**src/soc_pkg.sv**
```systemverilog
package soc_pkg;

   // Widths with a meaning on the bus
   typedef logic [31:0] addr_t;
   typedef logic [31:0] data_t;
   typedef logic [3:0]  region_t;
   typedef logic [15:0] offset_t;
   typedef logic [3:0]  exc_code_t;

   localparam int NUM_TIMERS = 4;

   // One pending bit per timer
   typedef logic [NUM_TIMERS-1:0] irq_vec_t;

   // Region is addr[31:28], anything else is unmapped
   localparam region_t REGION_RAM   = 4'h0;
   localparam region_t REGION_TIMER = 4'h2;

   // Exception codes seen by the CPU
   localparam exc_code_t EXC_RESET  = 4'h0;
   localparam exc_code_t EXC_TIMER0 = 4'h1;
   localparam exc_code_t EXC_TIMER1 = 4'h2;
   localparam exc_code_t EXC_TIMER2 = 4'h3;
   localparam exc_code_t EXC_TIMER3 = 4'h4;
   localparam exc_code_t EXC_MMU    = 4'h5;

   // Timer bank status register, compares sit below it
   localparam offset_t TMR_STATUS_OFFSET = 16'd4;

   // Master request, 66 bits
   typedef struct packed {
      addr_t addr;
      logic  write;
      data_t wdata;
      logic  supervisor;
   } bus_req_t;

   // Master response, 33 bits
   typedef struct packed {
      data_t rdata;
      logic  err;
   } bus_rsp_t;

   // Decoded request toward a slave
   typedef struct packed {
      offset_t offset;
      logic    write;
      data_t   wdata;
   } slv_req_t;

endpackage

```
**src/interrupt_encoder.sv**
```systemverilog
`timescale 1ns/10ps

module interrupt_encoder (
   input  logic                clk_i,
   input  logic                rst_n_i,
   input  logic                fault_i,
   input  soc_pkg::irq_vec_t   irq_i,
   input  logic                int_en_i,
   input  logic                int_ack_i,
   output soc_pkg::exc_code_t  cpu_interrupt_o
);

   logic fault_q;

   // Fault stays latched until the CPU acknowledges it
   always_ff @(posedge clk_i or negedge rst_n_i)
   begin
      if (!rst_n_i)
      begin
         fault_q <= 1'b0;
      end
      else if (fault_i)
      begin
         fault_q <= 1'b1;
      end
      else if (int_ack_i)
      begin
         fault_q <= 1'b0;
      end
   end

   // Fixed priority, MMU first then the highest timer
   always_comb
   begin
      cpu_interrupt_o = soc_pkg::EXC_RESET;
      if (int_en_i)
      begin
         casez ({fault_q, irq_i})
            5'b1????: cpu_interrupt_o = soc_pkg::EXC_MMU;
            5'b01???: cpu_interrupt_o = soc_pkg::EXC_TIMER3;
            5'b001??: cpu_interrupt_o = soc_pkg::EXC_TIMER2;
            5'b0001?: cpu_interrupt_o = soc_pkg::EXC_TIMER1;
            5'b00001: cpu_interrupt_o = soc_pkg::EXC_TIMER0;
            default:  cpu_interrupt_o = soc_pkg::EXC_RESET;
         endcase
      end
   end

endmodule

```
**config.mk**
```make
export PLATFORM = sky130hd
export DESIGN_NAME = interrupt_encoder
export DESIGN_NICKNAME = d
export VERILOG_FILES = /design/src/soc_pkg.sv /design/src/interrupt_encoder.sv
export SDC_FILE = /design/constraint.sdc
export NUM_CORES = 1
export LEC_CHECK = 0
export ABC_AREA = 0
export ABC_CLOCK_PERIOD_IN_PS = 2300
export BUFFER_PORTS_ARGS = -buffer_cell sky130_fd_sc_hd__buf_2
export CAP_MARGIN = 30
export CORE_AREA = 2 2 39 41
export CTS_BUF_LIST = sky130_fd_sc_hd__clkbuf_8
export CTS_CLUSTER_SIZE = 8
export DETAILED_ROUTE_END_ITERATION = 8
export DIE_AREA = 0 0 41 43
export PLACE_DENSITY = 0.3
export SYNTH_ARGS = -nofsm -noshare
export SYNTH_HDL_FRONTEND = slang
export SYNTH_SLANG_ARGS = --single-unit
```
**constraint.sdc**
```tcl
create_clock -name clk_i -period 2.3 [get_ports clk_i]
set_input_delay 0.345 -clock clk_i [delete_from_list [all_inputs] [get_ports clk_i]]
set_output_delay 0.345 -clock clk_i [all_outputs]
set_load 0.01 [all_outputs]
```
Yosys cells after proc, flatten, opt, wreduce, memory -nomap -nowiden
Index checks and enable logic that the tools add are counted.

storage, ports and cells
  register bits = 1
  bits of input ports = 9
  word-level logic and storage cells = 10
  output and inout bits = 4

operators by class
  multiplexer cells = 4
  eq/ne operators = 4
  reductions and logical operators = 1

operators with widths
  cell                number
  $pmux 3 s5          1
  $eq 5x1->1 const B  1
  $eq 4x1->1 const B  1
  $eq 3x1->1 const B  1
  $mux 3              1
  $eq 2x1->1 const B  1
  $mux 1              2
  $reduce_bool 2->1   1

Depth between registers and ports, before layout
  depth in word-level cells = 3
  gate-level depth with buffers = 2
  depth with buffers taken out = 2

Least setup slack after synthesis
OpenSTA, ideal clock, no wires.

  kind = flip-flop to output port
  start point = register fault_q
  end point = output port cpu_interrupt_o[1]
  buffers on the path = 0
  setup slack = 1,068 ps
  cell stages (with the launch flop) = 2
  required time = 1,955 ps
  arrival = 887 ps
  cells stage by stage = dfrtp_1 -> nor4b_1

between the ends
  cells in the longest elaborated chain, start to end = 3
  elaborated cells on any way between the ends = 6

RTL lines
  what                                RTL line                 text
  start: declaration                  interrupt_encoder.sv:13  logic fault_q;
  start signal: assignment            interrupt_encoder.sv:20  fault_q <= 1'b0;
  start signal: assignment            interrupt_encoder.sv:24  fault_q <= 1'b1;
  start signal: assignment            interrupt_encoder.sv:28  fault_q <= 1'b0;
  $eq 5x1->1 (tied with other cells)  interrupt_encoder.sv:38  casez ({fault_q, irq_i})
  $pmux 3 s5 (*)                      interrupt_encoder.sv:38
  $mux 3 (*)                          interrupt_encoder.sv:36  if (int_en_i)
  end: declaration                    interrupt_encoder.sv:10  output soc_pkg::exc_code_t cpu_interrupt_o

Mark *: on every way between the ends. The rest lies on a longest branch, timed or not.

Final worst setup path
  start point = input port irq_i[0]
  end point = output port cpu_interrupt_o[0]

between the ends
  cells in the longest elaborated chain, start to end = 3

RTL lines
  what                RTL line                 text
  start: declaration  interrupt_encoder.sv:7   input soc_pkg::irq_vec_t irq_i,
  $eq 5x1->1          interrupt_encoder.sv:38
  $pmux 3 s5          interrupt_encoder.sv:38
  $mux 3              interrupt_encoder.sv:36

No other way between the ends.

==> load_flow_metrics.sql <==
INSERT INTO impl_metrics (metric_group, metric, value, unit) VALUES
('critical_path', 'crit_path_top_delay_cell', 'o311a_1', ''),
('timing', 'final_critical_period', '1.33', 'ns'),
('global_route', 'wire_length_of_the_first_global_routing_pass', '427', 'um'),
('critical_path', 'required', '1.96', 'ns'),
('min_path', 'worst_hold_path_type', 'in -> async', ''),
('logic_synthesis', 'ys_types', '11', ''),
('placed_design', 'place_congestion', '0.526', ''),
('placed_design', 'post-place-ws', '0.967', 'ns'),
('timing', 'finalCritPeriodShare', '0.579', ''),
('clock_tree', 'cts_resized', '0', ''),
('global_route', 'grt_max_degree', '6', ''),
('critical_path', 'timing.critical_path.mode_cell', 'buf_2', ''),
('cells_and_area', 'area_growth_syn_to_layout', '73.0', '%'),
('cells_and_area', 'filler_cell_count', '157', ''),
('job', 'timing.max_cap.violations', '0', ''),
('global_route', 'globalRoute.totalOverflow', '0', ''),
('critical_path', 'worstSetupPathType', 'in -> out', ''),
('clock_tree', 'path_clk_slew', '0', 'ns'),
('timing', 'rsz0062_at_grt', 'false', ''),
('cells_and_area', 'top_regs', 'fault_q x1', ''),
('cells_and_area', 'layout_commonest_cell', 'buf_2', ''),
('placed_design', 'io_buffer_count', '11', ''),
('die', 'pin_count', '13', ''),
('die', 'die-width', '41', 'um'),
('timing', 'report.final.setup_viol', '0', ''),
('critical_path', 'worst_path_largest_cell_delay', '0.28', 'ns'),
('die', 'placementRows', '14', ''),
('global_route', 'grt_pass1_vias', '94', ''),
('critical_path', 'arrival', '0.99', 'ns'),
('timing', 'timing.final.ws_setup', '0.969', 'ns'),
('power_and_ir_drop', 'power_density', '254', 'nW/um2'),
('timing', 'report.final.hold_viol_count', '0', ''),
('clock_tree', 'cts-hold-fix-buffers', '0', ''),
('die', 'die_height', '43', 'um'),
('placed_design', 'placement.cell_area', '160', 'um2'),
('critical_path', 'reg2reg_setup_slack', '1.59', 'ns'),
('logic_synthesis', 'syn-mean-instance-area', '8.42', 'um2'),
('cells_and_area', 'layout-drive-gt1-share', '0.571', ''),
('critical_path', 'crit_path_max_fanout', '1', ''),
('cells_and_area', 'number_of_antenna_diodes', '0', ''),
('critical_path', 'timing.critical_path.from_type', 'primary input', ''),
('route', 'route.antenna.remaining_nets', '0', ''),
('logic_synthesis', 'ys_top_cells_by_area', 'dfrtp_1, o311a_1, a21o_2', ''),
('route', 'vias_per_cell', '3.00', ''),
('cells_and_area', 'largest_register_ffs', '1', ''),
('cells_and_area', 'finalNetCount', '32', ''),
('cells_and_area', 'registers.top_by_ff_count', 'fault_q', ''),
('die', 'core', '1380', 'um2'),
('logic_synthesis', 'yosys_warnings', '0', ''),
('timing', 'final-max-slew-violation-count', '0', ''),
('route', 'detail_route.wirelength', '300', 'um'),
('logic_synthesis', 'synth-seq-cells', '1', ''),
('power_and_ir_drop', 'p_total', '0.0406', 'mW'),
('route', 'average_routed_wire_per_standard_cell', '8.11', 'um'),
('route', 'num_vias', '111', ''),
('power_and_ir_drop', 'power.leakage', '0.0836', 'nW'),
('cells_and_area', 'stdcell_count', '37', ''),
('logic_synthesis', 'mappedNetlistNets', '20', ''),
('timing', 'finalClockSkew', '0', 'ns'),
('die', 'initial_core_util', '0.0669', ''),
('clock_tree', 'post_cts.repair.setup_buffers', '0', ''),
('route', 'drc', '0', ''),
('timing', 'fmaxAchievable', '0.751', 'GHz'),
('timing', 'setup-tns-final', '0', 'ns'),
('route', '1st_iter_drt_viols', '0', ''),
('cells_and_area', 'register_area', '25.0', 'um2'),
('logic_synthesis', 'synthesis.area', '92.6', 'um2'),
('logic_synthesis', 'seq_area_frac_synth', '0.270', ''),
('die', 'floorplan.die_area', '1760', 'um2'),
('logic_synthesis', 'syn_inst', '11', ''),
('outcome', 'status', 'completed', ''),
('power_and_ir_drop', 'peakVddDrop', '0.0835', 'mV'),
('critical_path', 'endpoint_kind', 'primary output', ''),
('cells_and_area', 'post_layout_inst_area', '160', 'um2'),
('clock_tree', 'clk-insertion-delay-late', '0', 'ns'),
('cells_and_area', 'multi_input_comb_area', '56.3', 'um2'),
('placed_design', 'dp.cells', '37', ''),
('logic_synthesis', 'yosysTopAreaCellShare', '0.270', ''),
('global_route', 'grt_use_total', '0.0341', ''),
('logic_synthesis', 'library_cell_with_the_largest_summed_area_after_synthesis', 'dfrtp_1', ''),
('critical_path', 'cp_cell_instances', 'buf_2, nor2b_1, o311a_1, buf_2', ''),
('global_route', 'antenna_violations_before_repair', '0', ''),
('route', 'dr.pass1.iters', '1', '');
critical path: cells and delay by family:
kind	cells	cell delay, ns
buf+inv	2	0.24
simple gates	1	0.12
compound gates	1	0.28
worst paths after layout:
check                                endpoint  cells after the start      from
setup / recovery           cpu_interrupt_o[0]                      4  irq_i[0]
hold reg to reg                       fault_q                      1   fault_q
setup reg to reg                      fault_q                      1   fault_q
min in group clk_i                    fault_q                      2   fault_i
max in group asynchronous             fault_q                      1   rst_n_i
hold / removal                        fault_q                      1   rst_n_i
layout make-up:
| type | instances | share of cell area |
|---|---|---|
| Inverter | 1 | 0.0234 |
| Multi-Input combinational cell | 8 | 0.352 |
| Sequential cell | 1 | 0.156 |
| Tap cell | 16 | 0.125 |
| Timing Repair Buffer | 11 | 0.344 |
through the flow:
| stage | utilization | hold slack [ns] |
|---|---|---|
| 6_report | 0.116 | 0.122 |
| 4_1_cts | 0.116 | 0.123 |
| 5_1_grt | 0.116 | 0.128 |
| 2_1_floorplan | - | 0.0494 |
| 3_3_place_gp | 0.116 | 0.125 |
| 3_5_place_dp | 0.116 | 0.123 |
synth_stat cells, drive strengths merged:
master / n
a21o: 1
buf: 1
conb: 1
dfrtp: 1
inv: 1
nor2: 1
nor2b: 1
nor4b: 1
o21a: 1
o311a: 1
or2b: 1
routing by layer:
layer  global-route usage  up-vias  part of all wire
li1                     -       56                 -
met1               0.0703       42              0.48
met2               0.0281       13              0.22
met3               0.0157        0              0.30
met4                    0        0                 0
met5                    0        -                 0
power breakdown:
part           internal, mW  total, mW  switching (mW)
combinational        0.0113     0.0201         0.00879
sequential           0.0191     0.0205         0.00139
clock                     0          0               0
cell families after synthesis:
| logic type | after synthesis | synth area share |
|---|---|---|
| AND/OR/NAND/NOR | 4 | 0.284 |
| other | 1 | 0.0405 |
| AO/OA/AOI/OAI | 3 | 0.284 |
| buffers and inverters | 2 | 0.122 |
| flip-flops | 1 | 0.270 |
No activity file was read; power rests on OpenSTA's default activity.
