<file path="src/soc_pkg.sv">
package soc_pkg;

   // Widths with a meaning on the bus
   typedef logic [31:0] addr_t;
   typedef logic [31:0] data_t;
   typedef logic [3:0]  region_t;
   typedef logic [15:0] offset_t;
   typedef logic [3:0]  exc_code_t;

   localparam int NUM_TIMERS = 4;

   // One pending bit per timer
   typedef logic [NUM_TIMERS-1:0] irq_vec_t;

   // Region is addr[31:28], anything else is unmapped
   localparam region_t REGION_RAM   = 4'h0;
   localparam region_t REGION_TIMER = 4'h2;

   // Exception codes seen by the CPU
   localparam exc_code_t EXC_RESET  = 4'h0;
   localparam exc_code_t EXC_TIMER0 = 4'h1;
   localparam exc_code_t EXC_TIMER1 = 4'h2;
   localparam exc_code_t EXC_TIMER2 = 4'h3;
   localparam exc_code_t EXC_TIMER3 = 4'h4;
   localparam exc_code_t EXC_MMU    = 4'h5;

   // Timer bank status register, compares sit below it
   localparam offset_t TMR_STATUS_OFFSET = 16'd4;

   // Master request, 66 bits
   typedef struct packed {
      addr_t addr;
      logic  write;
      data_t wdata;
      logic  supervisor;
   } bus_req_t;

   // Master response, 33 bits
   typedef struct packed {
      data_t rdata;
      logic  err;
   } bus_rsp_t;

   // Decoded request toward a slave
   typedef struct packed {
      offset_t offset;
      logic    write;
      data_t   wdata;
   } slv_req_t;

endpackage

</file>
<file path="src/timer_bank.sv">
`timescale 1ns/10ps

module timer_bank #(
   parameter int unsigned PRESCALE = 4
) (
   input  logic              clk_i,
   input  logic              rst_n_i,
   input  logic              stb_i,
   input  soc_pkg::slv_req_t slv_req_i,
   output soc_pkg::data_t    rdata_o,
   output soc_pkg::irq_vec_t irq_o
);

   localparam int PS_W = (PRESCALE > 1) ? $clog2(PRESCALE) : 1;

   logic [PS_W-1:0]   ps_cnt_q;
   logic              tick;
   soc_pkg::data_t    compare_q [soc_pkg::NUM_TIMERS];
   soc_pkg::data_t    count_q [soc_pkg::NUM_TIMERS];
   soc_pkg::irq_vec_t pending_q;
   soc_pkg::irq_vec_t cmp_wr;
   soc_pkg::irq_vec_t expire;
   soc_pkg::irq_vec_t clr;
   soc_pkg::data_t    rd_data;
   logic              wr;

   assign wr   = stb_i && slv_req_i.write;
   assign tick = (ps_cnt_q == PS_W'(PRESCALE - 1));

   // Status write clears the bits that are set in the data
   assign clr = (wr && slv_req_i.offset == soc_pkg::TMR_STATUS_OFFSET) ?
                slv_req_i.wdata[soc_pkg::NUM_TIMERS-1:0] : '0;

   always_comb
   begin
      for (int i = 0; i < soc_pkg::NUM_TIMERS; i++)
      begin
         cmp_wr[i] = wr && (slv_req_i.offset == soc_pkg::offset_t'(i));
         // A disabled or freshly written timer does not fire
         expire[i] = tick && !cmp_wr[i] && (compare_q[i] != '0) &&
                     (count_q[i] == compare_q[i] - 32'd1);
      end
   end

   // Register read mux, unused offsets are zero
   always_comb
   begin
      rd_data = '0;
      for (int i = 0; i < soc_pkg::NUM_TIMERS; i++)
      begin
         if (slv_req_i.offset == soc_pkg::offset_t'(i))
         begin
            rd_data = compare_q[i];
         end
      end
      if (slv_req_i.offset == soc_pkg::TMR_STATUS_OFFSET)
      begin
         rd_data = soc_pkg::data_t'(pending_q);
      end
   end

   always_ff @(posedge clk_i or negedge rst_n_i)
   begin
      if (!rst_n_i)
      begin
         ps_cnt_q  <= '0;
         pending_q <= '0;
         rdata_o   <= '0;
         for (int i = 0; i < soc_pkg::NUM_TIMERS; i++)
         begin
            compare_q[i] <= '0;
            count_q[i]   <= '0;
         end
      end
      else
      begin
         ps_cnt_q <= tick ? '0 : ps_cnt_q + 1'b1;

         for (int i = 0; i < soc_pkg::NUM_TIMERS; i++)
         begin
            if (cmp_wr[i])
            begin
               compare_q[i] <= slv_req_i.wdata;
               count_q[i]   <= '0;
            end
            else if (expire[i])
            begin
               count_q[i] <= '0;
            end
            else if (tick && compare_q[i] != '0)
            begin
               count_q[i] <= count_q[i] + 32'd1;
            end
         end

         // New expiry wins over a clear in the same cycle
         pending_q <= (pending_q & ~clr) | expire;

         if (stb_i)
         begin
            rdata_o <= rd_data;
         end
      end
   end

   assign irq_o = pending_q;

endmodule

</file>
<file path="config.mk">
export PLATFORM = sky130hd
export DESIGN_NAME = timer_bank
export DESIGN_NICKNAME = d
export VERILOG_FILES = /design/src/soc_pkg.sv /design/src/timer_bank.sv
export SDC_FILE = /design/constraint.sdc
export NUM_CORES = 1
export LEC_CHECK = 0
export BUFFER_PORTS_ARGS = -buffer_cell sky130_fd_sc_hd__buf_2
export CAP_MARGIN = 20
export CORE_ASPECT_RATIO = 2
export CORE_MARGIN = 1
export CORE_UTILIZATION = 50
export CTS_CLUSTER_SIZE = 8
export DETAILED_ROUTE_END_ITERATION = 8
export HOLD_SLACK_MARGIN = 0.02
export PLACE_DENSITY = 0.68
export SYNTH_ARGS = -nofsm -noshare
export SYNTH_HDL_FRONTEND = slang
export SYNTH_SLANG_ARGS = --single-unit
</file>
<file path="constraint.sdc">
create_clock -name clk_i -period 4.05 [get_ports clk_i]
set_input_delay 0.405 -clock clk_i [delete_from_list [all_inputs] [get_ports clk_i]]
set_output_delay 0.405 -clock clk_i [all_outputs]
set_load 0.005 [all_outputs]
</file>
Word level (Yosys, flattened, before mapping):

Index checks and enable logic that the tools add are counted.
Widths: inputs -> output; s select.

* word-level logic and storage cells: 86
* bits of input ports: 52
* flip-flop bits (word level): 294

* multiplexer cells: 19
* add/subtract/negate cells: 9
* bitwise gates (word level): 3
* reductions and logical operators: 35
* equality and inequality tests: 9

Operators with widths (count)
* $mux 32: 17
* $add 32x1->32 const B: 4
* $eq 32x32->1: 4
* $reduce_bool 32->1: 4
* $sub 32x1->32 const B: 4
* $eq 16x2->1 const B: 2
* $logic_and 1x1->1: 22
* $eq 16x1->1 const B: 1
* $eq 16x3->1 const B: 1
* $logic_not 16->1: 1
* $reduce_bool 3->1: 4
* $and 4x4->4: 1
* $logic_not 1->1: 4
* $mux 4: 1
* $not 4->4: 1
* $or 4x4->4: 1
* $add 2x1->2 const B: 1
* $eq 2x2->1 const B: 1
* $mux 2: 1

Logic depth before layout (Yosys ltp):

* depth in word-level cells: 8
* mapped depth: 13

Least setup slack after synthesis:

OpenSTA, ideal clock, no wires.

* path kind: reg2reg
* start: reg compare_q[64] (netlist bit)
* end: reg count_q[70] (netlist bit)
* library setup time: 0.121 ns
* arrival: 3.285 ns
* cell stages (with the launch flop): 13
* setup slack: 0.644 ns
* cell sequence: dfrtp_1 > inv_1 > ha_1 > nor3b_1 > nand4_1 > or3_1 > a2111o_1 > a221o_1 > nor4_1 > o2111ai_1 > buf_2 > a31o_1 > a22o_1

* cells in the longest elaborated chain, start to end: 5
* elaborated cells between the ends (all ways): 9
* classes of those cells: 1 x add/sub; 1 x eq/ne; 2 x mux; 5 x reduce/logical

Ends and longest elaborated chain
* start, declared: line timer_bank.sv:18 `soc_pkg::data_t compare_q [soc_pkg::NUM_TIMERS];`
* start signal, assigned by index: line timer_bank.sv:83 `compare_q[i] <= slv_req_i.wdata;`
* $sub 32x1->32 or $reduce_bool 32->1 (tied branches): line timer_bank.sv:41, timer_bank.sv:40, timer_bank.sv:90
* $eq 32x32->1 or $logic_and 1x1->1 (tied branches): line timer_bank.sv:41, timer_bank.sv:40
* $logic_and 1x1->1: line timer_bank.sv:40 `expire[i] = tick && !cmp_wr[i] && (compare_q[i] != '0) &&`
* $mux 32: line timer_bank.sv:86 `else if (expire[i])`
* $mux 32: line timer_bank.sv:81 `if (cmp_wr[i])`
* end signal, assigned by index: line timer_bank.sv:92 `count_q[i] <= count_q[i] + 32'd1;`
* end, declared: line timer_bank.sv:19 `soc_pkg::data_t count_q [soc_pkg::NUM_TIMERS];`

Parallel ways exist; a longest one is shown, timed or not.
A chain may end at the register's enable or synchronous reset.

Worst setup path in the final report:

* start: reg compare_q[64] (netlist bit)
* end: reg count_q[88] (netlist bit)

Same word-level chain as after synthesis.

==> metrics.cfg <==
[global_routing]
antenna_found_initial=1
grt_use_total_pct=35.70
grt_pass1_wl_mm=104.9
grt_pass1_vias=17980
grt_max_degree=119
grt_overflow=0

[sta]
setup_tns_ns=0
drv_slew=0
fin_ws_ns=0.2039
worst_clock_skew_ns=0.03008
fin_crit_ns=3.846
finalHoldViolations=0
rsz0062_at_grt=no
finalCritPeriodShare_pct=94.96
worst_pin_slew_ns=1.015
setup_viol=0
maxSlewHeadroom_pct=32.32
max_freq_mhz=260.0

[cts]
cts.path.max_buffers=3
root_buffer=clkbuf_16
cts_buffers=42
h-tree-depth=2
cts.sink_count=294
insertion_delay_ns=0.56
cts.clk_slew.worst_paths_ns=0.05
cts_tree=built

[synthesis]
synth_edf_count=0
synthesis.nets=2227
ys_async_sr_fraction_pct=100.0
syn_inst=2162
ys_seq_area_share_pct=38.38
netlist_area_um2=19170
yosysWarnings=0
yosys.cell_types.count=81
ys_ff_latch=294
synth_flop_cell=dfrtp_1
avgSynthCellArea_um2=8.866

[floorplan]
die_w_um=140.5
die_h_um=278.9
core_area_um2=37910
num_io_pins=88
rows=101
die-area_um2=39170
initial_utilization_pct=50.56

[finish]
layout.nets=2302
area_growth_pct=12.66
final_common_cell=dfrtp_1
final_cell_mix=dfrtp_1, nand2_1, nand3_1, mux2_2, o21ai_0
drive_above_1_share_pct=18.63

[routing]
wirelength_mm=68.81
drtIter0Drc=1202
postRouteAntennaNets=0
viasPerCell=6.672
first_pass_iters=6
num_vias=18030
routedWlPerCell_um=25.46
drc=0

[pwr]
finalPower_w=0.006383
seq_power_share_pct=46.5
power.internal_w=0.004887
sw_frac_of_total_pct=23.44
p_per_area_nw_per_um2=295.6
p_switching_w=0.001496
combPwrFrac_pct=3.7
p_clk_share_pct=49.8
peakVddDrop_v=0.0002827
p_leak_nw=9.392

[status]
outcome=complete, no violations

[worst_setup_path]
critPathLaunchType=register
critPathMaxFanout=32
crit_required_ns=4.43
worst-setup-path-type=register to register
end_kind=register
arrival_ns=4.23

[placement]
gp_congestion=1.031
dp_hpwl_mm=51.85
io_buffers=87
dpl_worst_slack_ns=0.2345

[job]
max-cap-violations=0

[hold_path]
hold_class=primary input to register

==> cells in the mapped netlist, types with 33 or more instances <==
| cell type | n | share of area (%) |
|---|---|---|
| mux2_2 | 132 | 7.8 |
| and3_1 | 44 | 1.4 |
| nor4_1 | 62 | 2.0 |
| nand4_1 | 71 | 2.3 |
| dfrtp_1 | 294 | 38 |
| o21ai_0 | 115 | 3.0 |
| clkbuf_1 | 133 | 2.6 |
| nand2_1 | 202 | 4.0 |
| or3_1 | 33 | 1.1 |
| a31oi_1 | 65 | 2.1 |
| nor2_1 | 116 | 2.3 |
| inv_1 | 92 | 1.8 |
| xnor2_1 | 102 | 4.7 |
| nand3_1 | 152 | 4.0 |
| xor2_1 | 74 | 3.4 |
| nor3_1 | 68 | 1.8 |
==> timing repair <==
| item | 4_1_cts | 5_1_grt |
|---|---|---|
| endpoints found under the hold margin | 1 | 0 |
| setup buffers | 0 | 0 |
| hold buffers | 1 | 0 |
| endpoints found under the setup margin | 0 | 4 |
| resized for setup | 0 | 1 |
==> registers in the layout, indices dropped and copies added, names as in the netlist <==
| signal | flops |
|---|---|
| irq_o | 4 |
| ps_cnt_q | 2 |
| rdata_o | 32 |
| compare_q | 128 |
| count_q | 128 |
==> metrics by stage <==
step	area (µm²)	hold slack [ns]	instances	utilization (%)
global placement	20450	0.4142	2653	53.95
detailed placement	20450	0.4315	2653	53.95
floorplan	19170	0.1094	2162	-
finish	21600	0.1804	2703	56.96
global route	21590	0.1795	2701	56.95
CTS	21560	0.1574	2699	56.87
==> routing by layer <==
metal / part of all wire (%) / global-route usage, %
met5: 0 / 0
met4: 11 / 33.47
met3: 4.7 / 5.179
met2: 51 / 63.90
met1: 33 / 35.01
==> worst paths after layout <==
| check | from | endpoint | depth (start not counted) | slack (ns) |
|---|---|---|---|---|
| setup / recovery | compare_q[64] | count_q[88] | 13 | 0.20 |
| hold / removal | slv_req_i[27] | compare_q[91] | 2 | 0.18 |
| setup reg to reg | compare_q[64] | count_q[88] | 13 | 0.20 |
| hold reg to reg | ps_cnt_q[0] | ps_cnt_q[0] | 1 | 0.44 |
| max in group asynchronous | rst_n_i | compare_q[72] | 3 | 2.61 |
| min in group asynchronous | rst_n_i | count_q[121] | 2 | 0.53 |
==> worst max-delay path, stage by stage (launching register included) <==
cell	delay [ns]
dfrtp_1	0.43
inv_1	0.14
ha_1	0.22
nor3b_1	0.31
nand4_1	0.25
or3_1	0.44
a2111o_1	0.32
a221o_1	0.33
nor4_2	0.31
o2111ai_2	0.16
buf_4	0.26
nand2_1	0.13
buf_4	0.18
o311ai_0	0.18
==> power by group through the flow <==
stage          clock network, W  registers, W   logic, W
4_1_cts                 0.00321       0.00297   0.000236
3_5_place_dp                  0       0.00302   0.000235
6_report                0.00318       0.00297   0.000238
2_1_floorplan                 0       0.00301  0.0000759
3_3_place_gp                  0       0.00302   0.000232
5_1_grt                 0.00331       0.00297   0.000253
==> cell type report <==
cell class	count	area, µm²
fill	3393	16320
antenna	2	5.005
inverter	92	345.3
clock buffer	44	1090
timing repair buffer	190	1304
sequential	294	7357
multi-input combinational	1617	10910
tap	463	579.3
clock inverter	1	8.758
==> kinds of logic after synthesis <==
group                    Yosys count  synth area share (%)
AND/OR/NAND/NOR                  875                 23.95
buffers and inverters            251                 4.980
multiplexers                     174                 10.67
XOR/XNOR                         176                 8.042
adder cells (fa/ha/maj)           13                0.8486
AO/OA/AOI/OAI                    379                 13.13
flip-flops                       294                 38.38
Note: power is estimated with default switching activity, not from simulation.
