File: config.mk
export PLATFORM = sky130hd
export DESIGN_NAME = bus_decoder
export DESIGN_NICKNAME = d
export VERILOG_FILES = /design/src/soc_pkg.sv /design/src/bus_decoder.sv
export SDC_FILE = /design/constraint.sdc
export NUM_CORES = 1
export LEC_CHECK = 0
export ABC_AREA = 1
export BUFFER_PORTS_ARGS = -buffer_cell sky130_fd_sc_hd__clkbuf_2
export CAP_MARGIN = 0
export CORE_ASPECT_RATIO = 0.5
export CORE_MARGIN = 1.5
export CORE_UTILIZATION = 38
export DETAILED_ROUTE_END_ITERATION = 7
export PLACE_DENSITY_LB_ADDON = 0.25
export SYNTH_ARGS = -nofsm -noshare
export SYNTH_HDL_FRONTEND = slang
export SYNTH_SLANG_ARGS = --single-unit
File: constraint.sdc
create_clock -name clk_i -period 3.4 [get_ports clk_i]
set_input_delay 0.68 -clock clk_i [delete_from_list [all_inputs] [get_ports clk_i]]
set_output_delay 0.68 -clock clk_i [all_outputs]
set_load 0.02 [all_outputs]
File: src/soc_pkg.sv
package soc_pkg;

   // Widths with a meaning on the bus
   typedef logic [31:0] addr_t;
   typedef logic [31:0] data_t;
   typedef logic [3:0]  region_t;
   typedef logic [15:0] offset_t;
   typedef logic [3:0]  exc_code_t;

   localparam int NUM_TIMERS = 4;

   // One pending bit per timer
   typedef logic [NUM_TIMERS-1:0] irq_vec_t;

   // Region is addr[31:28], anything else is unmapped
   localparam region_t REGION_RAM   = 4'h0;
   localparam region_t REGION_TIMER = 4'h2;

   // Exception codes seen by the CPU
   localparam exc_code_t EXC_RESET  = 4'h0;
   localparam exc_code_t EXC_TIMER0 = 4'h1;
   localparam exc_code_t EXC_TIMER1 = 4'h2;
   localparam exc_code_t EXC_TIMER2 = 4'h3;
   localparam exc_code_t EXC_TIMER3 = 4'h4;
   localparam exc_code_t EXC_MMU    = 4'h5;

   // Timer bank status register, compares sit below it
   localparam offset_t TMR_STATUS_OFFSET = 16'd4;

   // Master request, 66 bits
   typedef struct packed {
      addr_t addr;
      logic  write;
      data_t wdata;
      logic  supervisor;
   } bus_req_t;

   // Master response, 33 bits
   typedef struct packed {
      data_t rdata;
      logic  err;
   } bus_rsp_t;

   // Decoded request toward a slave
   typedef struct packed {
      offset_t offset;
      logic    write;
      data_t   wdata;
   } slv_req_t;

endpackage

File: src/bus_decoder.sv
`timescale 1ns/10ps

module bus_decoder #(
   parameter int unsigned RAM_WORDS = 256
) (
   input  logic              clk_i,
   input  logic              rst_n_i,
   input  logic              req_valid_i,
   input  soc_pkg::bus_req_t req_i,
   output logic              req_ready_o,
   output logic              rsp_valid_o,
   output soc_pkg::bus_rsp_t rsp_o,
   input  logic              rsp_ready_i,
   output soc_pkg::slv_req_t slv_req_o,
   output logic              ram_stb_o,
   output logic              tmr_stb_o,
   input  soc_pkg::data_t    ram_rdata_i,
   input  soc_pkg::data_t    tmr_rdata_i,
   output logic              fault_o
);

   typedef enum logic [1:0] {
      IDLE,
      ACCESS,
      RESPOND
   } state_e;

   state_e            state_q;
   soc_pkg::region_t  region;
   logic [25:0]       word_idx;
   logic              hit_ram;
   logic              hit_tmr;
   logic              accept;
   logic              sel_ram_q;
   logic              sel_tmr_q;
   logic              err_q;
   logic              rsp_valid_q;
   soc_pkg::slv_req_t slv_req_q;
   soc_pkg::bus_rsp_t rsp_q;
   soc_pkg::data_t    slv_rdata;

   // Region and word index of the incoming request
   assign region   = req_i.addr[31:28];
   assign word_idx = req_i.addr[27:2];

   // Legal targets, everything else faults
   assign hit_ram = (region == soc_pkg::REGION_RAM) && (32'(word_idx) < RAM_WORDS);
   assign hit_tmr = (region == soc_pkg::REGION_TIMER) && req_i.supervisor;

   assign req_ready_o = (state_q == IDLE);
   assign accept      = req_valid_i && req_ready_o;

   // Slaves only see legal requests
   assign slv_req_o = slv_req_q;
   assign ram_stb_o = (state_q == ACCESS) && sel_ram_q;
   assign tmr_stb_o = (state_q == ACCESS) && sel_tmr_q;
   assign fault_o   = (state_q == ACCESS) && err_q;

   // Faulted requests return zero
   assign slv_rdata = sel_ram_q ? ram_rdata_i :
                      sel_tmr_q ? tmr_rdata_i : '0;

   assign rsp_valid_o = rsp_valid_q;
   assign rsp_o       = rsp_q;

   always_ff @(posedge clk_i or negedge rst_n_i)
   begin
      if (!rst_n_i)
      begin
         state_q     <= IDLE;
         sel_ram_q   <= 1'b0;
         sel_tmr_q   <= 1'b0;
         err_q       <= 1'b0;
         rsp_valid_q <= 1'b0;
      end
      else
      begin
         case (state_q)
            IDLE:
            begin
               if (accept)
               begin
                  sel_ram_q <= hit_ram;
                  sel_tmr_q <= hit_tmr;
                  err_q     <= !(hit_ram || hit_tmr);
                  state_q   <= ACCESS;
               end
            end
            ACCESS:
            begin
               state_q <= RESPOND;
            end
            RESPOND:
            begin
               // First cycle captures the slave data, then wait for the master
               if (!rsp_valid_q)
               begin
                  rsp_valid_q <= 1'b1;
               end
               else if (rsp_ready_i)
               begin
                  rsp_valid_q <= 1'b0;
                  state_q     <= IDLE;
               end
            end
            default:
            begin
               state_q <= IDLE;
            end
         endcase
      end
   end

   always_ff @(posedge clk_i)
   begin
      if (accept)
      begin
         slv_req_q.offset <= req_i.addr[17:2];
         slv_req_q.write  <= req_i.write;
         slv_req_q.wdata  <= req_i.wdata;
      end
      if (state_q == RESPOND && !rsp_valid_q)
      begin
         rsp_q.rdata <= slv_rdata;
         rsp_q.err   <= err_q;
      end
   end

endmodule

# Yosys cells after proc, flatten, opt, wreduce, memory -nomap -nowiden
# Index checks and enable logic that the tools add are counted.
[word_totals] elab_cells=39 regBits=88 out_inout_bits=87 in_bits=134
[classes] n_eq_ne=6 magnitude_cmp=1 n_reduce_logical=14 n_mux=8
[ops] operator="32-bit 2-to-1 mux" n=2
[ops] operator="26-bit by 9-bit less-than comparator with 1-bit output, second input constant" n=1
[ops] operator="1-bit logical AND" n=7
[ops] operator="2-bit 2-to-1 mux" n=3
[ops] operator="2-bit one-hot mux with 3 select lines" n=1
[ops] operator="4-bit by 2-bit equality test with 1-bit output, second input constant" n=1
[ops] operator="4-bit logical NOT" n=1
[ops] operator="2-bit != test, second input constant" n=2
[ops] operator="3-bit AND reduction" n=1
[ops] operator="2-bit by 1-bit equality test with 1-bit output, second input constant" n=1
[ops] operator="2-bit equality test, second input constant" n=1
[ops] operator="1-bit logical NOT" n=2
[ops] operator="2-bit logical NOT" n=1
[ops] operator="1-bit 2-to-1 mux" n=2
[ops] operator="2-bit by 1-bit != test with 1-bit output, second input constant" n=1
[ops] operator="2-bit AND reduction" n=1
[ops] operator="1-bit logical OR" n=1

# Logic depth before layout (Yosys ltp)
# Gate-level depths: netlist of run 1.
[logic_depth] depth_word=4 depth_mapped=7

# Worst setup path after synthesis of run 1
# OpenSTA, ideal clock, no wires.
[synth_timing] path_kind="reg-to-reg" startpoint="reg rsp_valid_q, in the netlist rsp_valid_o" endpoint="reg rsp_q, in the netlist rsp_o[0], enable pin" stages_incl_launch_ff=2 n_path_buf=0 setup_slack_ns=0.123 arrival_ns=2.813 period_less_slack_ns=3.277 path_cell_list="dfrtp_1 nor3_1"
[synth_via] elab_chain_len=2
[synth_rtl] element="start, declared" line_no="bus_decoder.sv:37" rtl="logic rsp_valid_q;"
[synth_rtl] element="start signal, assigned" line_no="bus_decoder.sv:74" rtl="rsp_valid_q <= 1'b0;"
[synth_rtl] element="start signal, assigned" line_no="bus_decoder.sv:98" rtl="rsp_valid_q <= 1'b1;"
[synth_rtl] element="start signal, assigned" line_no="bus_decoder.sv:102" rtl="rsp_valid_q <= 1'b0;"
[synth_rtl] element="1-bit logical NOT" line_no="bus_decoder.sv:122" rtl="if (state_q == RESPOND && !rsp_valid_q)"
[synth_rtl] element="1-bit logical AND" line_no="bus_decoder.sv:122"
[synth_rtl] element="end, declared" line_no="bus_decoder.sv:39" rtl="soc_pkg::bus_rsp_t rsp_q;"
# No other way between the ends.
# A chain may end at the register's enable or synchronous reset.

# Worst setup path in the final report of run 1
[layout_timing] startpoint="reg sel_ram_q" endpoint="out ram_stb_o"
[layout_via] elab_chain_len=1
[layout_rtl] element="start, declared" line_no="bus_decoder.sv:34" rtl="logic sel_ram_q;"
[layout_rtl] element="start signal, assigned" line_no="bus_decoder.sv:83" rtl="sel_ram_q <= hit_ram;"
[layout_rtl] element="1-bit logical AND" line_no="bus_decoder.sv:55" rtl="assign ram_stb_o = (state_q == ACCESS) && sel_ram_q;"
[layout_rtl] element="end, declared" line_no="bus_decoder.sv:15" rtl="output logic ram_stb_o,"
# No other way between the ends.

==> impl_metrics.env, run 1 <==
export IMPL_synthTopCellsByCount="82 x edfxtp_1, 75 x nand2_1, 34 x nand3_1, 14 x nor2_1, 8 x buf_2"
export IMPL_synth_seq_cells=88
export IMPL_cts_buffers=9
export IMPL_firstDrtPassIters=4
export IMPL_slowest_stage="inv_2"
export IMPL_arrival_ns=1.66
export IMPL_coreArea_mm2=0.008259
export IMPL_crit_family="buffers and inverters"
export IMPL_post_cts_resized=0
export IMPL_antennaDiodeCount=0
export IMPL_ant_nets=0
export IMPL_p_int_mw=2.286
export IMPL_fin_area_mm2=0.004827
export IMPL_clkLatencyLatePin_ns=0.33
export IMPL_syn_inst=247
export IMPL_die_area_mm2=0.009418
export IMPL_start_kind="register"
export IMPL_maxSlewViolCount=0
export IMPL_area_delta_synth_final_pct=44.17
export IMPL_synthArstFlopShare_pct=6.818
export IMPL_io_buffer_count=218
export IMPL_viasPerCell=4.444
export IMPL_path_class="register to output pin"
export IMPL_drcViolationCount=0
export IMPL_max_freq_mhz=426.7
export IMPL_syn_area_per_cell_um2=13.56
export IMPL_synth_top_area_share_pct=73.54
export IMPL_timing_critical_path_to_type="output pin"
export IMPL_tightestPinTransition_ns=0.8242
export IMPL_grt_overflow=0
export IMPL_p_comb_share_pct=27.5
export IMPL_maxSlewHeadroom_pct=45.05
export IMPL_wire_per_inst_um=13.40
export IMPL_cts_buffer_depth=2
export IMPL_cts_max_level=3
export IMPL_num_rows=23
export IMPL_clock_sinks=88
export IMPL_cp_num_buf_inv=3
export IMPL_die_x_um=135.8
export IMPL_worstPathCellList="buf_4 > inv_2 > nor2_1 > clkbuf_2"
export IMPL_dp_cells=570
export IMPL_fin_crit_sh_pct=68.93
export IMPL_drive_gt1_share_pct=53.59
export IMPL_routed_wl_mm=7.851
export IMPL_fin_skew_ns=0.006835
export IMPL_path_clk_slew_ns=0.07
export IMPL_p_clk_share_pct=26.3
export IMPL_finalHoldViolCount=0
export IMPL_ys_types=19
export IMPL_synth_warnings=0
export IMPL_power_per_cell_area_mw_per_mm2=706.4
export IMPL_initial_utilization_pct=40.54
export IMPL_io_pins=221
export IMPL_syn_area_mm2=0.003348
export IMPL_p_sw_mw=1.124
export IMPL_yosysSeqAreaShare_pct=78.03
export IMPL_antenna_found_initial=0
export IMPL_yosysTopAreaCell="edfxtp_1"
export IMPL_placement_cell_area_mm2=0.004552
export IMPL_grt_total_usage_pct=17.16
export IMPL_path_max_fanout=34
export IMPL_power_share_sequential_pct=46.2
export IMPL_drt_initial_drc_count=130
export IMPL_grt_pass1_wl_mm=12.41
export IMPL_n_fill_cell=719
export IMPL_crit_path_max_incr_delay_ns=0.46
export IMPL_rrSetupSlack_ns=1.80
export IMPL_final_setup_viol_count=0
export IMPL_synth_main_ff_cell="edfxtp_1"
export IMPL_switching_share_pct=32.97
export IMPL_place_congestion=0.8348
export IMPL_synth_fp_nets=381
export IMPL_holdWs_ns=0.1648
export IMPL_cts_setup_buffers=0
export IMPL_vias=2604
export IMPL_fin_ws_ns=1.056
export IMPL_nets=603
export IMPL_ir_worst_vdd_mv=0.3210
export IMPL_pre_cts_ws_ns=1.394
export IMPL_root_buffer="clkbuf_16"
export IMPL_setup_tns_final_ns=0
export IMPL_grt_pass1_vias=2563
export IMPL_die_h_um=69.38
export IMPL_cts_tree="yes"
export IMPL_p_leak_nw=2.323
export IMPL_stdcell_count=586
export IMPL_synth_most_common_cell="edfxtp_1"
export IMPL_period_needed_ns=2.344
export IMPL_worstHoldPathType="primary input to asynchronous set/reset pin"
export IMPL_cap_violations=0
export IMPL_synth_area_leaders="edfxtp_1 74%, nand2_1 8.4%, nand3_1 5.1%"
export IMPL_dp_hpwl_mm=5.922
export IMPL_rsz0062_at_grt="no"
export IMPL_required_ns=2.72
export IMPL_synth_edf_count=82
export IMPL_grt_start_max_net_pins=53
export IMPL_hold_buffers=0
export IMPL_status="finished clean"
## area by class of cell
type / instances / area, µm² / area share (%)
repair buffers: 222 / 1121 / 23.22
inverters: 10 / 37.54 / 0.7776
flip-flops and latches: 88 / 2613 / 54.12
multi-input cells: 138 / 640.6 / 13.27
clock inverters: 6 / 46.29 / 0.9590
well taps: 112 / 140.1 / 2.903
clock buffers: 10 / 229.0 / 4.743
## worst register-to-register path, cell delays in order (launching register included)
cell and delay [ns]:
dfrtp_1 0.42, inv_2 0.09, nand2_4 0.07, nor2_8 0.62
## stage by stage
stage | utilization (%) | total power [mW]
after floorplan | - | 2.189
after global placement | 55.11 | 2.531
after detailed placement | 55.11 | 2.557
after CTS | 58.45 | 3.462
after global routing | 58.45 | 3.588
final | 58.45 | 3.410
## layout by cell type (no fill, tap or decap)
| cell type | Yosys | final |
|---|---|---|
| clkbuf_2 | 0 | 218 |
| edfxtp_1 | 82 | 82 |
| nand2_1 | 75 | 75 |
| nand3_1 | 34 | 34 |
| nor2_1 | 14 | 14 |
| clkbuf_16 | 0 | 9 |
| inv_2 | 6 | 6 |
| dfrtp_1 | 6 | 6 |
| inv_1 | 4 | 4 |
| nand2_2 | 4 | 4 |
| buf_4 | 3 | 4 |
| clkinv_4 | 0 | 3 |
| nor2_8 | 2 | 2 |
| nand4_1 | 2 | 2 |
| clkinvlp_4 | 0 | 2 |
| nand2_4 | 1 | 1 |
| nor3_2 | 0 | 1 |
| nor2_4 | 1 | 1 |
| or2_1 | 1 | 1 |
| nor2_2 | 1 | 1 |
| a21oi_2 | 1 | 1 |
| o21ai_0 | 1 | 1 |
| clkinv_2 | 0 | 1 |
| clkbuf_1 | 0 | 1 |
## sequential cells by signal, summed over array words and instances (netlist names)
name / count
rsp_o: 33
state_q: 2
slv_req_o: 49
sel_tmr_q: 1
sel_ram_q: 1
err_q: 1
rsp_valid_o: 1
## per-layer routing
layer	GRT usage, %	routed length [µm]
met1	19.93	3044
met2	29.44	4020
met3	5.848	583
met4	6.452	202
met5	0	0
## power groups by stage
stage	Combinational, mW	Sequential [mW]	Clock (mW)
final	0.937	1.58	0.897
after global routing	1.02	1.60	0.966
after CTS	0.957	1.58	0.926
after detailed placement	0.956	1.60	0
after global placement	0.942	1.59	0
after floorplan	0.331	1.86	0
## worst paths after layout
check / start / to / cells after the start
hold / removal: rst_n_i / err_q$_DFFE_PN0P_ / 1
setup / recovery: sel_ram_q$_DFFE_PN0P_ / ram_stb_o / 4
setup reg to reg: state_q[0]$_DFFE_PN0P_ / slv_req_o[26]$_DFFE_PP_ / 3
max in group asynchronous: rst_n_i / sel_ram_q$_DFFE_PN0P_ / 1
hold reg to reg: err_q$_DFFE_PN0P_ / rsp_o[0]$_DFFE_PP_ / 0
min in group clk_i: err_q$_DFFE_PN0P_ / rsp_o[0]$_DFFE_PP_ / 0
## kinds of logic after synthesis
logic type | count (synthesis) | share of synthesized area [%]
AOI/OAI and AO/OA | 2 | 0.4110
buffers and inverters | 21 | 2.989
DFF | 88 | 78.03
and+or+nand+nor | 136 | 18.57
Note: power is estimated with default switching activity, not from simulation.
==> run 2, diff against run 1 <==
--- a/config.mk
+++ b/config.mk
@@ -10,7 +10,7 @@
 export CAP_MARGIN = 0
 export CORE_ASPECT_RATIO = 0.5
 export CORE_MARGIN = 1.5
-export CORE_UTILIZATION = 38
+export CORE_UTILIZATION = 42
 export DETAILED_ROUTE_END_ITERATION = 7
 export PLACE_DENSITY_LB_ADDON = 0.25
 export SYNTH_ARGS = -nofsm -noshare
==> constraint.sdc (replaced) <==
create_clock -name clk_i -period 2.25 [get_ports clk_i]
set_input_delay 0.45 -clock clk_i [delete_from_list [all_inputs] [get_ports clk_i]]
set_output_delay 0.45 -clock clk_i [all_outputs]
set_load 0.02 [all_outputs]
==> run 2 against run 1 <==
  * Count of clock-buffer cells in the layout shrank 1
  * Routed wire length shrank 3.2%
  * Combinational power grew 55%
  * Global-route usage grew 1.2 points
  * Clock skew shrank 0.0014 ns
  * Via count shrank 0.23%
  * Non-clock buffer count grew 3
  * Power grew 54%
  * Sequential share of layout area shrank 0.56 points
  * Final area grew 1.0%
  * Register-to-register slack lost 1.1 ns
==> impl_metrics.env, run 2 (synthesis results as in run 1) <==
export IMPL_status="finished clean"
export IMPL_path_class="register to output pin"
export IMPL_r2r_start="state_q[0]$_DFFE_PN0P_"
export IMPL_finalHoldViolCount=0
export IMPL_fin_crit_sh_pct=79.13
export IMPL_antennaDiodeCount=0
export IMPL_final_setup_viol_count=0
export IMPL_worstPathCellList="inv_2 > nor2_1 > clkbuf_2"
export IMPL_die_h_um=66.14
export IMPL_multiInputGateArea_um2=646.9
export IMPL_start_kind="register"
export IMPL_maxSlewHeadroom_pct=68.01
export IMPL_grt_start_max_net_pins=33
export IMPL_grt_pass1_wl_mm=11.49
export IMPL_root_buffer="clkbuf_16"
export IMPL_grt_pass1_vias=2463
export IMPL_fin_skew_ns=0.005468
export IMPL_crit_path_max_incr_delay_ns=0.64
export IMPL_io_buffer_count=218
export IMPL_largest_reg_flops=49
export IMPL_path_clk_slew_ns=0.06
export IMPL_initial_utilization_pct=44.56
export IMPL_worstHoldPathType="primary input to register"
export IMPL_io_pins=221
export IMPL_viasPerCell=4.449
export IMPL_drt_initial_drc_count=109
export IMPL_pre_cts_ws_ns=0.6797
export IMPL_max_freq_mhz=561.7
export IMPL_n_fill_cell=599
export IMPL_ir_worst_vdd_mv=0.4531
export IMPL_grt_total_usage_pct=18.32
export IMPL_cts_tree="yes"
export IMPL_area_delta_synth_final_pct=45.67
export IMPL_ant_nets=0
export IMPL_cts_setup_buffers=0
export IMPL_rsz0062_at_grt="no"
export IMPL_nets=606
export IMPL_drcViolationCount=0
export IMPL_period_needed_ns=1.780
export IMPL_min_path_cells=1
export IMPL_routed_wl_mm=7.597
export IMPL_tightestPinTransition_ns=0.4798
export IMPL_mostFrequentLayoutCell="clkbuf_2"
export IMPL_place_congestion=0.7356
export IMPL_die_area_mm2=0.008549
export IMPL_clock_sinks=88
export IMPL_arrival_ns=1.33
export IMPL_crit_start="sel_ram_q$_DFFE_PN0P_"
export IMPL_wire_per_inst_um=13.01
export IMPL_grt_overflow=0
export IMPL_power_per_cell_area_mw_per_mm2=1074
export IMPL_cap_violations=0
export IMPL_setup_tns_final_ns=0
export IMPL_p_leak_nw=2.345
export IMPL_vias=2598
export IMPL_slowest_stage="dfrtp_1"
export IMPL_cts_buffers=9
export IMPL_stdcell_count=584
export IMPL_clkLatencyLatePin_ns=0.33
export IMPL_maxSlewViolCount=0
export IMPL_cts_buffer_depth=2
export IMPL_drive_gt1_share_pct=53.36
export IMPL_dp_cells=568
export IMPL_cts_max_level=3
export IMPL_path_max_fanout=14
export IMPL_firstDrtPassIters=4
export IMPL_coreArea_mm2=0.007515
export IMPL_antenna_found_initial=0
export IMPL_die_x_um=129.3
export IMPL_final_cell_mix="218 x clkbuf_2, 82 x edfxtp_1, 75 x nand2_1"
export IMPL_num_rows=22
export IMPL_seqCellArea_mm2=0.002613
export IMPL_dp_hpwl_mm=5.872
export IMPL_timing_critical_path_to_type="output pin"
export IMPL_hold_path_startpoint="req_i[41]"
export IMPL_fin_ws_ns=0.4696
export IMPL_reg2reg_depth=7
export IMPL_required_ns=1.80
-- run 2: final cells by class --
| class | instances | area share (%) |
|---|---|---|
| clock inverters | 6 | 1.257 |
| well taps | 108 | 2.771 |
| multi-input cells | 138 | 13.26 |
| repair buffers | 225 | 23.76 |
| flip-flops and latches | 88 | 53.57 |
| clock buffers | 9 | 4.618 |
| inverters | 10 | 0.7696 |
-- run 2: through the flow --
step / power, mW / instance area [µm²] / hold slack (ns) / utilization [%]
floorplan: 3.315 / 3359 / 0.1544 / -
global placement: 3.840 / 4581 / 0.2818 / 60.96
detailed placement: 3.882 / 4581 / 0.2827 / 60.96
CTS: 5.297 / 4877 / 0.2824 / 64.90
global route: 5.519 / 4877 / 0.2719 / 64.90
finish: 5.240 / 4877 / 0.2932 / 64.90
-- run 2: per-layer routing --
metal / vias up / part of all wire (%) / GRT usage, % / wire [µm]
li1: 1301 / - / - / -
met1: 1175 / 36 / 19.04 / 2732
met2: 105 / 54 / 33.18 / 4065
met3: 17 / 8.0 / 6.877 / 604
met4: 0 / 2.6 / 8.848 / 195
met5: - / 0 / 0 / 0
-- run 2: critical path: cells and delay by family, from the launching register on --
family                 cells  cell delay, ns
buffers and inverters      2            0.25
flip-flops                 1            0.64
AND/OR/NAND/NOR            1            0.13
-- run 2: path summary, 6_finish.rpt --
kind                                            to  slack, ns
setup reg to reg             sel_ram_q$_DFFE_PN0P_       0.71
hold reg to reg                 rsp_o[0]$_DFFE_PP_       0.48
min in group asynchronous        err_q$_DFFE_PN0P_       0.48
hold / removal             slv_req_o[38]$_DFFE_PP_       0.29
setup / recovery                         ram_stb_o       0.47
max in group asynchronous    sel_tmr_q$_DFFE_PN0P_       1.61
-- run 2: report_power, final --
group / leakage (nW) / switching, mW / internal [mW] / total [mW]
Sequential: 0.844 / 0.111 / 2.27 / 2.39
Clock: 0.133 / 0.562 / 0.847 / 1.41
Combinational: 1.37 / 0.995 / 0.451 / 1.45
-- run 2: timing repair --
item | in CTS | in global routing
hold buffers | 1 | 0
endpoints found under the hold margin | 6 | 0
gates resized for setup | 0 | 0
